$ cat src/mem_params.svh
`ifndef MEM_PARAMS_SVH
`define MEM_PARAMS_SVH

// Word and line geometry of the main memory
`define MEM_WORD_BITS 32
`define MEM_LINE_WORDS 16
`define MEM_LINE_BITS 512

// Line address seen from the L2 side
`define MEM_INDEX_BITS 5
`define MEM_TAG_BITS 21

// Stored lines are addressed by the lowest tag bit followed by the index
`define MEM_ADDR_BITS 6
`define MEM_LINES 64

// Access latency in clock cycles, counted down by the latency timer
`define MEM_LATENCY 4
`define MEM_TIMER_BITS 4

`endif

$ cat src/mem_pkg.sv
`default_nettype none

`include "mem_params.svh"

package mem_pkg;

	// A full cache line, word 0 sits in the low bits
	typedef logic [`MEM_LINE_WORDS-1:0][`MEM_WORD_BITS-1:0] mem_line_t;

	// Everything the L2 side presents with a request
	typedef struct packed {
		logic [`MEM_TAG_BITS-1:0] tag;
		logic [`MEM_INDEX_BITS-1:0] index;
		mem_line_t wline;
	} mem_req_t;

	// Operation latched for the store
	typedef enum logic {
		op_read = 1'b0,
		op_write = 1'b1
	} mem_op_t;

	// Controller states
	typedef enum logic [2:0] {
		st_idle = 3'd0,
		st_wait = 3'd1,
		st_access = 3'd2,
		st_respond = 3'd3,
		st_hold = 3'd4
	} mem_state_t;

endpackage

`default_nettype wire

$ cat src/mem_ctrl_fsm.sv
`timescale 1ns/1ps
`default_nettype none

`include "mem_params.svh"

module mem_ctrl_fsm (
	input logic clk,
	input logic rstn,
	input logic read_req,
	input logic write_req,
	input mem_pkg::mem_req_t req,
	output logic timer_start,
	input logic timer_done,
	output logic strobe,
	output mem_pkg::mem_op_t op,
	output logic [`MEM_ADDR_BITS-1:0] addr,
	output mem_pkg::mem_line_t wline,
	output logic ready
);

	import mem_pkg::*;

	mem_state_t state;
	mem_state_t state_next;

	logic read_q;
	logic write_q;
	logic read_rise;
	logic write_rise;
	logic any_rise;
	logic any_req;
	logic accept;

	// Previous samples of both request levels
	always_ff @(posedge clk) begin
		if (!rstn) begin
			read_q <= 1'b0;
			write_q <= 1'b0;
		end else begin
			read_q <= read_req;
			write_q <= write_req;
		end
	end

	assign read_rise = read_req && !read_q;
	assign write_rise = write_req && !write_q;
	assign any_rise = read_rise || write_rise;
	assign any_req = read_req || write_req;

	// Rising edges seen while busy are dropped
	assign accept = (state == st_idle) && any_rise;

	always_comb begin
		state_next = state;
		case (state)
			st_idle: begin
				if (any_rise) begin
					state_next = st_wait;
				end
			end
			st_wait: begin
				if (timer_done) begin
					state_next = st_access;
				end
			end
			st_access: begin
				state_next = st_respond;
			end
			st_respond: begin
				state_next = st_hold;
			end
			st_hold: begin
				// Stay here until the L2 side has let go of its request
				if (!any_req) begin
					state_next = st_idle;
				end
			end
			default: begin
				state_next = st_idle;
			end
		endcase
	end

	always_ff @(posedge clk) begin
		if (!rstn) begin
			state <= st_idle;
		end else begin
			state <= state_next;
		end
	end

	// Request payload, captured on the accepting edge
	always_ff @(posedge clk) begin
		if (accept) begin
			op <= read_rise ? op_read : op_write;
			addr <= {req.tag[0], req.index};
			wline <= req.wline;
		end
	end

	assign timer_start = accept;
	assign strobe = (state == st_access);
	assign ready = (state == st_respond);

endmodule

`default_nettype wire

$ cat config.mk
export PLATFORM = sky130hd
export DESIGN_NAME = mem_ctrl_fsm
export DESIGN_NICKNAME = d
export VERILOG_FILES = /design/src/mem_pkg.sv /design/src/mem_ctrl_fsm.sv
export VERILOG_INCLUDE_DIRS = /design/src
export SDC_FILE = /design/constraint.sdc
export NUM_CORES = 1
export LEC_CHECK = 0
export BUFFER_PORTS_ARGS = -buffer_cell sky130_fd_sc_hd__buf_2
export CORE_AREA = 4 4 413 415
export CTS_CLUSTER_DIAMETER = 150
export DETAILED_ROUTE_END_ITERATION = 12
export DIE_AREA = 0 0 417 419
export GPL_TIMING_DRIVEN = 0
export PLACE_DENSITY = 0.32
export SLEW_MARGIN = 20
export SYNTH_ARGS = -nofsm -noshare
export SYNTH_HDL_FRONTEND = slang
export SYNTH_SLANG_ARGS = --single-unit
$ cat constraint.sdc
create_clock -name clk -period 88.7 [get_ports clk]
set_clock_uncertainty 0.2 [all_clocks]
set_input_delay 8.87 -clock clk [delete_from_list [all_inputs] [get_ports clk]]
set_output_delay 8.87 -clock clk [all_outputs]
set_load 0.05 [all_outputs]
Yosys cells after proc, flatten, opt, wreduce, memory -nomap -nowiden
Cells that the tools add are included.
Storage, ports and cells
  bits of input ports: 543
  register bits after elaboration: 524
Operators by class
  eq/ne operators: 7
  mux-type cells: 5
  reduce and logical (&&, ||, !) cells: 9
Operators by type and width (number)
  3-bit case mux with 5 select lines: 1
  3-bit 2-to-1 mux: 3
  3-bit by 2-bit equality test with 1-bit output, second input constant: 2
  2-bit != test, second input constant: 3
  3-bit by 1-bit equality test with 1-bit output, second input constant: 1
  3-bit equality test, second input constant: 1
  1-bit logical AND: 3
  3-bit logical NOT: 1
  3-bit AND reduction: 1
  1-bit logical NOT: 2
  1-bit logical OR: 2
  1-bit 2-to-1 mux: 1

Depth between registers and ports, before layout
  depth in word-level cells: 5
  gate-level depth with buffers: 3
  gate-level depth less buffers: 3

Least setup slack after synthesis
OpenSTA, ideal clock, no wires.
  path type: input port to output port
  from: input port read_req
  to: output port timer_start
  arrival: 32.644 ns
  stages on the path: 3
  setup slack: 46.986 ns
  data required time: 79.630 ns
  cells stage by stage: nor2b_1 nor2_1 nor2b_1
On the way
  cells in the longest elaborated chain, start to end: 3
RTL lines
  start, declared: RTL line mem_ctrl_fsm.sv:9  | input logic read_req,
  1-bit logical AND: RTL line mem_ctrl_fsm.sv:45  | assign read_rise = read_req && !read_q;
  1-bit logical OR: RTL line mem_ctrl_fsm.sv:47  | assign any_rise = read_rise || write_rise;
  1-bit logical AND: RTL line mem_ctrl_fsm.sv:51  | assign accept = (state == st_idle) && any_rise;
  end, declared: RTL line mem_ctrl_fsm.sv:12  | output logic timer_start,
Every way passes these cells.

Worst setup path in the final report
Ends and elaborated chain as after synthesis.

==> flow_summary.ini <==
[cts]
cts_sinks = 524
clkLatencyLatePin_ps = 660
clk_pin_slew_ps = 50
htreeDepth = 3
clockBufferDepth = 3
post_cts_buffers = 0
cts_tree = yes
root_buffer = clkbuf_16
cts_resized = 0
cts_hold_buf = 0
cts_buffers = 73

[min_path]
hold-path-endpoint = op$_DFFE_PP_
hold_depth = 2
hp-start = read_q$_SDFF_PN0_
hold_class = flip-flop to flip-flop

[finish]
postLayoutCellArea_mm2 = 0.0268
register_area_mm2 = 0.0157
syn_to_final_growth_pct = 69.4
drive_gt1_share_pct = 67.5
multi_input_area_um2 = 143
final_common_cell = buf_2
num-fill-cells = 18482
final_cell_mix = buf_2 (1,044), edfxtp_1 (519), clkbuf_16 (73), buf_12 (17), clkinv_2 (15)
layout.nets = 2236

[sta]
max_slew_margin_pct = 64.4
grt_setup_unrepaired = false
hold_viol_final = 0
period_needed_ps = 19770
timing.fmax_mhz = 50.6
fin_crit_sh_pct = 22.3
setup_viol = 0
finalSetupTns_ps = 0
timing.final.max_slew_violations = 0
worstMarginPinSlew_ps = 538

[status]
outcome = finished clean

[drt]
wl_per_cell_um = 26.5
viasPerCell = 2.79
met1_length_um = 37700
drt_iter0_markers = 506
met3_length_um = 12300
vias = 11094
detail-route-antenna-nets = 0
routed_wirelength_um = 105000
drc = 0
route.met2.wl_um = 51100
topRoutingLayerUsed = met5
firstDrtPassIters = 5

[logic_synthesis]
synth.top_cell.area_share_pct = 98.4
synth_nets = 1091
synthCells = 548
yosys.area.top_type = edfxtp_1
yosysWarnings = 0
ys_ff_latch = 524
syn_avg_cell_area_um2 = 28.9
yosysSeqAreaShare_pct = 99.1
yosys-top-cells-area = edfxtp_1 (98%), dfxtp_1 (0.63%), nor2b_1 (0.12%)
yosysUniqueCellTypes = 18
synth_area_mm2 = 0.0158

[setup_path]
ff2ff_path_depth = 10
endpoint_kind = primary output
path_class = input pin to primary output
worst-r2r-setup-slack_ps = 85620
arrival_ps = 10700
worstPathRequired_ps = 79630
critPathMaxFanout = 25
startpoint_type = input pin
cp_slowest_cell = buf_2
cpPeakStageDelay_ps = 280
timing.rr.start = state[2]$_SDFFE_PN0P_
path_cells = buf_2 > nor2b_1 > nor2_1 > nor2b_4 > buf_12 > buf_12 > buf_12 > buf_16 > buf_2
critPathMostFrequentCell = buf_12
r2r_end = wline[205]$_DFFE_PP_

[power]
p_comb_share_pct = 22.4
p_leak_uw = 0.0106
pwr-share-clk_pct = 37.3
peakVddDrop_v = 0.0000124
power.share.sequential_pct = 40.3
powerDensity_mw_per_mm2 = 29.8
swShare_pct = 35.3
switching_power_uw = 282
p_int_uw = 517

[floorplan]
initial_core_util_pct = 9.50
io_pins = 1065
core_mm2 = 0.167
die_y_um = 419
dieArea_mm2 = 0.175
rows = 150
die_w_um = 417

[global_routing]
grt_pass1_wl_um = 127000
grt_use_total_pct = 11.5
grt_pass1_vias = 11217
grt_max_degree = 27
globalRouteOverflowTotal = 0
grt_antenna_before_repair = 148

[flow_run]
maxCapViolations = 0

[placed_design]
place_congestion = 0.825
dp_hpwl_um = 90100
port_buffers = 1044
place_area_mm2 = 0.0244
-- routing by layer --
| metal | vias to the layer above | track usage [%] |
|---|---|---|
| li1 | 4591 | - |
| met1 | 5371 | 12.1 |
| met2 | 775 | 19.1 |
| met3 | 349 | 6.28 |
| met4 | 8 | 4.79 |
| met5 | - | 0 |
-- Yosys cell counts (all sizes together) --
| cell | instances |
|---|---|
| nor3 | 2 |
| and2b | 1 |
| o21ai | 1 |
| inv | 3 |
| a21oi | 1 |
| a211o | 1 |
| nor2b | 3 |
| o41ai | 1 |
| o2111ai | 1 |
| dfxtp | 5 |
| and2 | 2 |
| nand2 | 2 |
| a31oi | 1 |
| nand2b | 2 |
| edfxtp | 519 |
| a221oi | 1 |
| nor2 | 2 |
-- worst max-delay path: cells and delay by family --
kind	cells	cell delay (ps)
buffers and inverters	6	1190
and+or+nand+nor	3	560
-- power by group through the flow --
stage	sequential, µW	clock [µW]	combinational, µW
after floorplan	456	0	12.7
after global placement	382	0	172
after detailed placement	327	0	183
after CTS	322	316	183
after global routing	324	325	188
final	322	298	179
-- cell type report --
type / count / area share, %
Sequential cell: 524 / 58.5
Inverter: 3 / 0.0420
Tap cell: 2204 / 10.3
Antenna cell: 18 / 0.168
Clock inverter: 50 / 1.88
Clock buffer: 86 / 6.99
Multi-Input combinational cell: 21 / 0.532
Timing Repair Buffer: 1070 / 21.6
-- per-stage QoR --
step                total power, µW  setup slack, ps  utilization, %  hold slack [ps]  cells
global route                    837            68740            16.1              362   3966
floorplan                       468            46990               -              276    548
finish                          799            68930            16.1              326   3976
CTS                             821            68890            16.1              336   3958
detailed placement              509            68900            14.6              329   3822
global placement                554            28380            14.3              309   3796
-- kinds of logic (layout without fill, tap and decap cells) --
kind of cell    Yosys count  count (layout)  synth area share (%)
other cells               0              18                     0
compound gates            7               7                 0.364
flops                   524             524                  99.1
simple gates             14              14                 0.490
buf+inv                   3            1209                0.0711
-- state kept, by name (all words and copies together), names as in the netlist --
signal,cells
addr,6
state,3
wline,512
write_q,1
read_q,1
op,1
-- how the worst max path moves through the flow --
stage	startpoint	endpoint	cells past startpoint
floorplan	read_req	timer_start	3
global placement	read_req	timer_start	5
detailed placement	read_req	timer_start	9
CTS	read_req	timer_start	9
global route	read_req	timer_start	9
finish	read_req	timer_start	9
No activity file was read; power rests on OpenSTA's default activity.
