File: config.mk
export PLATFORM = sky130hd
export DESIGN_NAME = mem_latency_timer
export DESIGN_NICKNAME = d
export VERILOG_FILES = /design/src/mem_latency_timer.sv
export VERILOG_INCLUDE_DIRS = /design/src
export SDC_FILE = /design/constraint.sdc
export NUM_CORES = 1
export LEC_CHECK = 0
export BUFFER_PORTS_ARGS = -buffer_cell sky130_fd_sc_hd__buf_2
export CORE_AREA = 2 2 39 41
export CTS_CLUSTER_DIAMETER = 120
export DETAILED_ROUTE_END_ITERATION = 6
export DIE_AREA = 0 0 41 43
export GPL_ROUTABILITY_DRIVEN = 0
export SLEW_MARGIN = 10
export SYNTH_ARGS = -nofsm -noshare
export SYNTH_HDL_FRONTEND = slang
export SYNTH_SLANG_ARGS = --single-unit
File: constraint.sdc
create_clock -name clk -period 1.7 [get_ports clk]
set_input_delay 0 -clock clk [delete_from_list [all_inputs] [get_ports clk]]
set_output_delay 0 -clock clk [all_outputs]
set_load 0.02 [all_outputs]
File: src/mem_params.svh
`ifndef MEM_PARAMS_SVH
`define MEM_PARAMS_SVH

// Word and line geometry of the main memory
`define MEM_WORD_BITS 32
`define MEM_LINE_WORDS 16
`define MEM_LINE_BITS 512

// Line address seen from the L2 side
`define MEM_INDEX_BITS 5
`define MEM_TAG_BITS 21

// Stored lines are addressed by the lowest tag bit followed by the index
`define MEM_ADDR_BITS 6
`define MEM_LINES 64

// Access latency in clock cycles, counted down by the latency timer
`define MEM_LATENCY 4
`define MEM_TIMER_BITS 4

`endif

File: src/mem_latency_timer.sv
`timescale 1ns/1ps
`default_nettype none

`include "mem_params.svh"

module mem_latency_timer (
	input logic clk,
	input logic rstn,
	input logic start,
	output logic done
);

	logic [`MEM_TIMER_BITS-1:0] count;
	logic last_step;

	// Final decrement, the count goes from one to zero on this edge
	assign last_step = (count == `MEM_TIMER_BITS'(1));

	always_ff @(posedge clk) begin
		if (!rstn) begin
			count <= '0;
			done <= 1'b0;
		end else begin
			done <= 1'b0;
			if (start) begin
				// A start during a running count simply reloads it
				count <= `MEM_TIMER_BITS'(`MEM_LATENCY);
			end else if (count != '0) begin
				count <= count - `MEM_TIMER_BITS'(1);
				done <= last_step;
			end
		end
	end

endmodule

`default_nettype wire

Word-level counts from Yosys, hierarchy flattened

Cells that the tools add are included.

Add/subtract/negate cells: 1
Equality and inequality tests: 1
Multiplexer cells: 2
Bitwise logic cells: 2
Reduce and logical (&&, ||, !) cells: 4

Operators with widths:

| cell                                                                   | number |
|---|---|
| 3-bit two-way mux                                                      | 2 |
| 4-bit by 1-bit equality test with 1-bit output (second input constant) | 1 |
| 4-bit nonzero test                                                     | 1 |
| 4-bit by 1-bit subtractor with 4-bit output (second input constant)    | 1 |
| 3-bit OR reduction                                                     | 1 |
| 1-bit inverter                                                         | 2 |
| 2-bit nonzero test                                                     | 1 |
| 2-bit OR reduction                                                     | 1 |

Bits in registers: 5

Logic depth before layout (Yosys ltp)

Gate-level depths: netlist (run 1).

Depth after elaboration: 3
Gate-level depth with buffers: 5
Gate-level depth less buffers: 5

Least setup slack after synthesis (run 1)

No wires, ideal clock.

Kind: reg2reg
Start: register count[0]
End: register count[0]
Library setup time: 0.118 ns
Arrival: 1.145 ns
Required time: 1.582 ns
Slack: 0.438 ns
Stages on the path, launching flop included: 6
Cell sequence: dfxtp_1 > inv_1 > ha_1 > or3b_4 > xnor2_1 > nor2_1

Word-level cells in the longest chain between the ends: 1
Elaborated cells on any way between the ends: 2
Classes of those cells: add/sub (1); reduce/logical (1)

Ends and longest elaborated chain:

| what                                                                              | RTL line                                         | RTL |
|---|---|---|
| from (decl)                                                                       | mem_latency_timer.sv:13                          | `` logic [`MEM_TIMER_BITS-1:0] count; `` |
| from (signal assigned)                                                            | mem_latency_timer.sv:27                          | `` count <= `MEM_TIMER_BITS'(`MEM_LATENCY); `` |
| from (signal assigned)                                                            | mem_latency_timer.sv:29                          | `` count <= count - `MEM_TIMER_BITS'(1); `` |
| 4-bit by 1-bit subtractor with 4-bit output or 4-bit nonzero test (tied branches) | mem_latency_timer.sv:29, mem_latency_timer.sv:28 |  |

Parallel ways exist; a longest one is shown, timed or not.
A chain may end at the register's enable or synchronous reset.

Worst setup path in the final report (run 1)

Same ends and word-level chain as after synthesis.

==> results of run 1 <==
-- metal layers --
layer	wire (um)	up-vias
met1	194	82
met2	187	5
met5	0	-
li1	-	103
met4	23	0
met3	38	4
-- logic make-up (layout without fill, tap and decap cells) --
| group | count (synthesis) | after routing | synth area share (%) |
|---|---|---|---|
| fa+ha+maj | 3 | 3 | 14.5 |
| buf+inv | 4 | 11 | 5.80 |
| xor+xnor | 1 | 1 | 3.38 |
| compound gates | 4 | 4 | 13.5 |
| simple gates | 9 | 9 | 20.3 |
| flops | 5 | 5 | 38.6 |
| mux | 1 | 1 | 3.86 |
-- worst paths after layout --
kind	start	endpoint	slack, ns	depth (start not counted)
max	count[0]$_SDFFE_PP0P_	count[0]$_SDFFE_PP0P_	0.35	5
min	rstn	count[2]$_SDFFE_PN0P_	0.007	2
max reg2reg	count[0]$_SDFFE_PP0P_	count[0]$_SDFFE_PP0P_	0.35	5
min reg2reg	count[2]$_SDFFE_PN0P_	done$_SDFF_PP0_	0.53	1
-- through the flow --
stage	setup slack, ns	hold slack [ns]
3_3_place_gp	0.376	0.255
2_1_floorplan	0.438	0.153
5_1_grt	0.272	0.0163
4_1_cts	0.353	0.00281
3_5_place_dp	0.358	0.260
6_report	0.351	0.00725
-- layout by cell type, fill, tap and decap left out, drive strengths merged --
cell    Yosys  layout
dfxtp       5       5
nor4        1       1
nor2        4       4
xnor2       1       1
nor3        1       1
a21oi       1       1
a211o       1       1
a21boi      1       1
a211oi      1       1
or3b        1       1
inv         4       4
clkbuf      0       4
nand2b      2       2
ha          3       3
buf         0       3
mux2i       1       1
-- flip-flops by register name, indices dropped and copies added, names as in the netlist --
signal  cells
count       4
done        1
-- power groups by stage --
stage               clock [uW]  combinational, uW  sequential (uW)
CTS                        145               78.8              137
floorplan                    0               66.2              137
finish                     139               78.0              138
global placement             0               78.5              139
global route               154               86.9              139
detailed placement           0               78.6              140
-- layout make-up --
class                   instances  area (sq um)
clock buffers                   4          26.3
inverters                       4          15.0
repair buffers                  3          15.0
well taps                      16          20.0
multi-input cells              18           144
fillers                       150          1060
flip-flops and latches          5           100
-- worst reg2reg max path, delay by kind of cell, from the launching register on --
kind | cells | cell delay (ns)
buf+inv | 1 | 0.09
flops | 1 | 0.34
xor+xnor | 1 | 0.14
fa+ha+maj | 1 | 0.20
simple gates | 2 | 0.47
==> reports/summary.txt, run 1 <==
first-pass GRT wire length: 765 um
clk sink count: 5
antenna violations before repair: 0
routed length per instance: 8.88 um
status: complete, no violations
finished layout cell area: 320 sq um
largest net degree at the start of global routing: 6
met3 Usage GRT: 7.85%
clock power share: 39.2%
met2 global-route usage: 8.13%
Final Critical Period: 1.35 ns
vias in the first global route: 191
Tcrit/Tclk final: 79.4%
Max Fanout on Critical Path: 4
Post-synth top flop: dfxtp_1
slowest CP cell: or3b_4
Fin. Hold Viols: 0
most frequent cell after synthesis: dfxtp_1
Sequential Power Share: 38.8%
Pwr Total: 355 uW
CTS clock-pin slew for the worst setup and hold paths: 0.04 ns
Overflow after GRT: 0
number of library cell types mapped by synthesis: 15
crit path DAT: 1.48 ns
Crit path required time: 1.83 ns
Mapped Cells: 27
area grow syn2layout: 23.7%
Seq cells post-synth: 5
FP Rows: 14
Power Density: 1110 nW/um^2
Die Height: 43 um
detailed placement HPWL: 353 um
max incr delay on CP: 0.42 ns
syn avg cell area: 9.59 sq um
CTS tree: built
total core area: 1380 sq um
setup bufs post-CTS: 0
crit path cell chain: inv_1 -> ha_1 -> or3b_4 -> xnor2_1 -> nor2_1
IR drop worst, VDD: 0.376 mV
First DRT Iteration DRCs: 0
cts repair resizes: 0
Cell Area, Placed: 294 sq um
relative slew slack: 83.2%
Worst Max-Slew Pin Slew: 0.249 ns
Min-Delay Path Class: in -> reg
area leader, netlist: dfxtp_1
Top delay family on crit path: simple AND/OR/NAND/NOR gates
CTS root buffer: clkbuf_4
hold buffers post-CTS: 0
Mapped Nets: 33
1st-pass router iterations: 1
Routed WL: 444 um
cts bufs inserted: 3
via count: 194
Sum Neg Setup Slack: 0 ns
NetSw: 97.2 uW
global routing usage on met1: 7.69%
Residual DRC: 0
top cells by area, synth: dfxtp_1 39%, ha_1 14%, inv_1 5.8%, nor2_1 5.8%, a211oi_2 4.8%
Async SR Flop Fraction: 0%
Synth Cell Area: 259 sq um
Internal Power: 258 uW
# diodes: 0
Antenna Violating Nets Remaining: 0
Max Slew Vio Count: 0
Die X: 41 um
CTS H-Tree Depth: 1
Comb pwr share: 22.0%
Crit. End Element: flip-flop
Setup crit start kind: flip-flop
Starting Density: 18.7%
top cell type's share of synthesized area: 38.6%
Buf/Inv on CP: 1
static leakage: 0.000137 uW
dpl cells: 46
Layout Nets: 41
Worst Path Class, Setup: reg -> reg
via/cell ratio: 3.88
RSZ-0062 raised after global routing: no
Tot GR Track Use: 7.72%
Layout Utilization: 23.1%
Final Non-Filler Cells: 50
full die area: 1760 sq um
Seq/Total Area, Yosys: 38.6%
# port buffers: 3
number of flops mapped to enable cells by yosys: 0
worst-case clock buffer depth: 2
Top-Level Pins: 4
Setup Viol. Count Final: 0
layout cells sized above 1: 29.4%
worst-skew pair later-pin latency: 0.25 ns
busiest grt layer: met2
Post-synth top cells: 5 x dfxtp_1, 4 x inv_1, 4 x nor2_1
Yosys warnings: 0
max_cap viols: 0
switch share: 27.4%
Peak Freq: 741 MHz
Layout Skew: 0.000360 ns
Power figures use the tool's default switching activity.
==> inputs of run 2 (changes only) <==
--- a/config.mk
+++ b/config.mk
@@ -6,6 +6,7 @@
 export SDC_FILE = /design/constraint.sdc
 export NUM_CORES = 1
 export LEC_CHECK = 0
+export ABC_AREA = 1
 export BUFFER_PORTS_ARGS = -buffer_cell sky130_fd_sc_hd__buf_2
 export CORE_AREA = 2 2 39 41
 export CTS_CLUSTER_DIAMETER = 120
==> constraint.sdc (replaced) <==
create_clock -name clk -period 1.4 [get_ports clk]
set_input_delay 0 -clock clk [delete_from_list [all_inputs] [get_ports clk]]
set_output_delay 0 -clock clk [all_outputs]
set_load 0.02 [all_outputs]
==> reports/summary.txt, run 2 <==
1st-pass router iterations: 2 (was 1)
FP Rows: 14 (unchanged)
CTS clock-pin slew for the worst setup and hold paths: 0.05 ns (was 0.04 ns)
Async SR Flop Fraction: 0% (unchanged)
commonest non-fill, non-tap cell in the layout: nand2_1 (was dfxtp_1)
CTS root buffer: clkbuf_4 (unchanged)
first-pass GRT wire length: 917 um (was 765 um)
Mapped Cells: 38 (was 27)
syn avg cell area: 7.24 sq um (was 9.59 sq um)
clock power share: 39.4% (was 39.2%)
via count: 234 (was 194)
Max Fanout on Critical Path: 5 (was 4)
area grow syn2layout: 25.9% (was 23.7%)
Internal Power: 303 uW (was 258 uW)
Yosys warnings: 0 (unchanged)
Crit. Startpoint: count[0]$_SDFFE_PP0P_ (unchanged)
most frequent cell after synthesis: nand2_1 (was dfxtp_1)
Worst Path Class, Setup: reg -> reg (unchanged)
Overflow after GRT: 0 (unchanged)
Die Height: 43 um (unchanged)
full die area: 1760 sq um (unchanged)
max_cap viols: 0 (unchanged)
Final Critical Period: 1.07 ns (was 1.35 ns)
Setup crit start kind: flip-flop (unchanged)
Top Registers: count x4, done x1 (unchanged)
Die X: 41 um (unchanged)
Seq/Total Area, Yosys: 36.4% (was 38.6%)
# port buffers: 3 (unchanged)
Top-Level Pins: 4 (unchanged)
reg-to-reg critical path endpoint: count[0]$_SDFFE_PP0P_ (unchanged)
Layout Skew: 0.00395 ns (was 0.000360 ns)
Peak Freq: 938 MHz (was 741 MHz)
met3 Usage GRT: 1.57% (was 7.85%)
global routing usage on met1: 8.31% (was 7.69%)
Pwr Total: 438 uW (was 355 uW)
cts bufs inserted: 3 (unchanged)
antenna violations before repair: 0 (unchanged)
IR drop worst, VDD: 0.533 mV (was 0.376 mV)
reg2reg start: count[0]$_SDFFE_PP0P_ (unchanged)
crit path DAT: 1.20 ns (was 1.48 ns)
routed length per instance: 7.76 um (was 8.88 um)
Post-synth top cells: 9 x nand2_1, 7 x inv_1, 6 x nor2_1 (was 5 x dfxtp_1, 4 x inv_1, 4 x nor2_1)
Min-Delay Path Class: in -> reg (unchanged)
largest net degree at the start of global routing: 6 (unchanged)
Layout Nets: 53 (was 41)
# diodes: 0 (unchanged)
Residual DRC: 0 (unchanged)
Max Slew Vio Count: 0 (unchanged)
CTS H-Tree Depth: 1 (unchanged)
Tcrit/Tclk final: 76.1% (was 79.4%)
met2 global-route usage: 11.3% (was 8.13%)
static leakage: 0.000175 uW (was 0.000137 uW)
Tot GR Track Use: 8.02% (was 7.72%)
Starting Density: 19.9% (was 18.7%)
Hold WS: 0.0163 ns (was 0.00725 ns)
Seq cells post-synth: 5 (unchanged)
number of library cell types mapped by synthesis: 12 (was 15)
Antenna Violating Nets Remaining: 0 (unchanged)
most frequent cells in the layout: 9 x nand2_1, 7 x inv_1, 6 x nor2_1 (was 5 x dfxtp_1, 4 x inv_1, 4 x nor2_1)
total core area: 1380 sq um (unchanged)
Power Density: 1260 nW/um^2 (was 1110 nW/um^2)
Mapped Nets: 44 (was 33)
Synth Cell Area: 275 sq um (was 259 sq um)
Sequential Power Share: 37.7% (was 38.8%)
worst-case clock buffer depth: 2 (unchanged)
via/cell ratio: 3.77 (was 3.88)
Routed WL: 481 um (was 444 um)
Post-synth top flop: dfxtp_1 (unchanged)
area leader, netlist: dfxtp_1 (unchanged)
First DRT Iteration DRCs: 2 (was 0)
switch share: 30.7% (was 27.4%)
Crit path required time: 1.54 ns (was 1.83 ns)
clk sink count: 5 (unchanged)
Worst Max-Slew Pin Slew: 0.177 ns (was 0.249 ns)
NetSw: 135 uW (was 97.2 uW)
relative slew slack: 88.1% (was 83.2%)
Register-to-Register Setup Slack: 0.33 ns (was 0.35 ns)
Final Non-Filler Cells: 62 (was 50)
busiest grt layer: met2 (unchanged)
dpl cells: 57 (was 46)
number of flops mapped to enable cells by yosys: 0 (unchanged)
RSZ-0062 raised after global routing: no (unchanged)
Layout Utilization: 25.0% (was 23.1%)
CTS tree: built (unchanged)
Setup Viol. Count Final: 0 (unchanged)
Crit. End Element: flip-flop (unchanged)
layout cells sized above 1: 19.6% (was 29.4%)
Comb pwr share: 22.9% (was 22.0%)
setup bufs post-CTS: 0 (unchanged)
worst-skew pair later-pin latency: 0.24 ns (was 0.25 ns)
top cells by area, synth: dfxtp_1 36%, ha_1 14%, nand2_1 12%, inv_1 9.5%, nor2_1 8.2% (was dfxtp_1 39%, ha_1 14%, inv_1 5.8%, nor2_1 5.8%, a211oi_2 4.8%)
Fin. Hold Viols: 0 (unchanged)
register with the most flip-flops: count (unchanged)
cells on worst reg2reg path: 5 (unchanged)
status: complete, no violations (unchanged)
Sum Neg Setup Slack: 0 ns (unchanged)
max FFs per register: 4 (unchanged)
CP endpoint: count[0]$_SDFFE_PP0P_ (unchanged)
detailed placement HPWL: 352 um (was 353 um)
vias in the first global route: 243 (was 191)
top cell type's share of synthesized area: 36.4% (was 38.6%)
## run 2: timing repair
item | in CTS | in global routing
hold buffers | 1 | 0
resized for setup | 0 | 0
endpoints found under the hold margin | 1 | 0
## run 2: worst min-delay path by stage
stage           from                    end  slack [ns]  cells after the start
2_1_floorplan  start  count[2]$_SDFFE_PN0P_        0.13                      2
3_3_place_gp    rstn  count[2]$_SDFFE_PN0P_        0.24                      3
3_5_place_dp    rstn  count[2]$_SDFFE_PN0P_        0.26                      3
4_1_cts        start  count[2]$_SDFFE_PN0P_       0.003                      3
5_1_grt        start  count[2]$_SDFFE_PN0P_        0.04                      3
6_report       start  count[2]$_SDFFE_PN0P_        0.02                      3
## run 2: metrics by stage
step / area (sq um) / setup WS [ns]
4_1_cts: 347 / 0.338
2_1_floorplan: 275 / 0.436
3_5_place_dp: 310 / 0.346
3_3_place_gp: 310 / 0.390
5_1_grt: 347 / 0.230
6_report: 347 / 0.334
## run 2: layer usage
| layer | part of all wire, % | up-vias | routed length, um |
|---|---|---|---|
| li1 | - | 130 | - |
| met2 | 50 | 1 | 240 |
| met4 | 1.0 | 0 | 5 |
| met5 | 0 | - | 0 |
| met3 | 1.9 | 2 | 9 |
| met1 | 47 | 101 | 225 |
## run 2: area by class of cell
class / count / area (sq um)
Timing Repair Buffer: 4 / 25.0
Tap cell: 16 / 20.0
Clock buffer: 4 / 26.3
Sequential cell: 5 / 100
Fill cell: 157 / 1040
Inverter: 7 / 26.3
Multi-Input combinational cell: 26 / 149
## run 2: cell families (layout without fill, tap and decap cells)
logic type                 Yosys count  after routing  synth area share, %
AOI/OAI and AO/OA                    3              3                 5.45
DFF                                  5              5                 36.4
adders and majority gates            3              3                 13.6
buffers and inverters                7             15                 9.55
and+or+nand+nor                     20             20                 35.0
## run 2: power by group through the flow
stage / logic, uW / clock network [uW] / registers [uW]
after global routing: 114 / 187 / 167
after floorplan: 81.1 / 0 / 167
after detailed placement: 97.6 / 0 / 168
after CTS: 100 / 180 / 165
final: 100 / 172 / 165
after global placement: 96.8 / 0 / 168
## run 2: critical path: stages, from the launching register on
cell	delay [ns]
dfxtp_1	0.32
inv_1	0.14
ha_1	0.25
nand2_4	0.08
o21ai_1	0.12
nor2_1	0.05
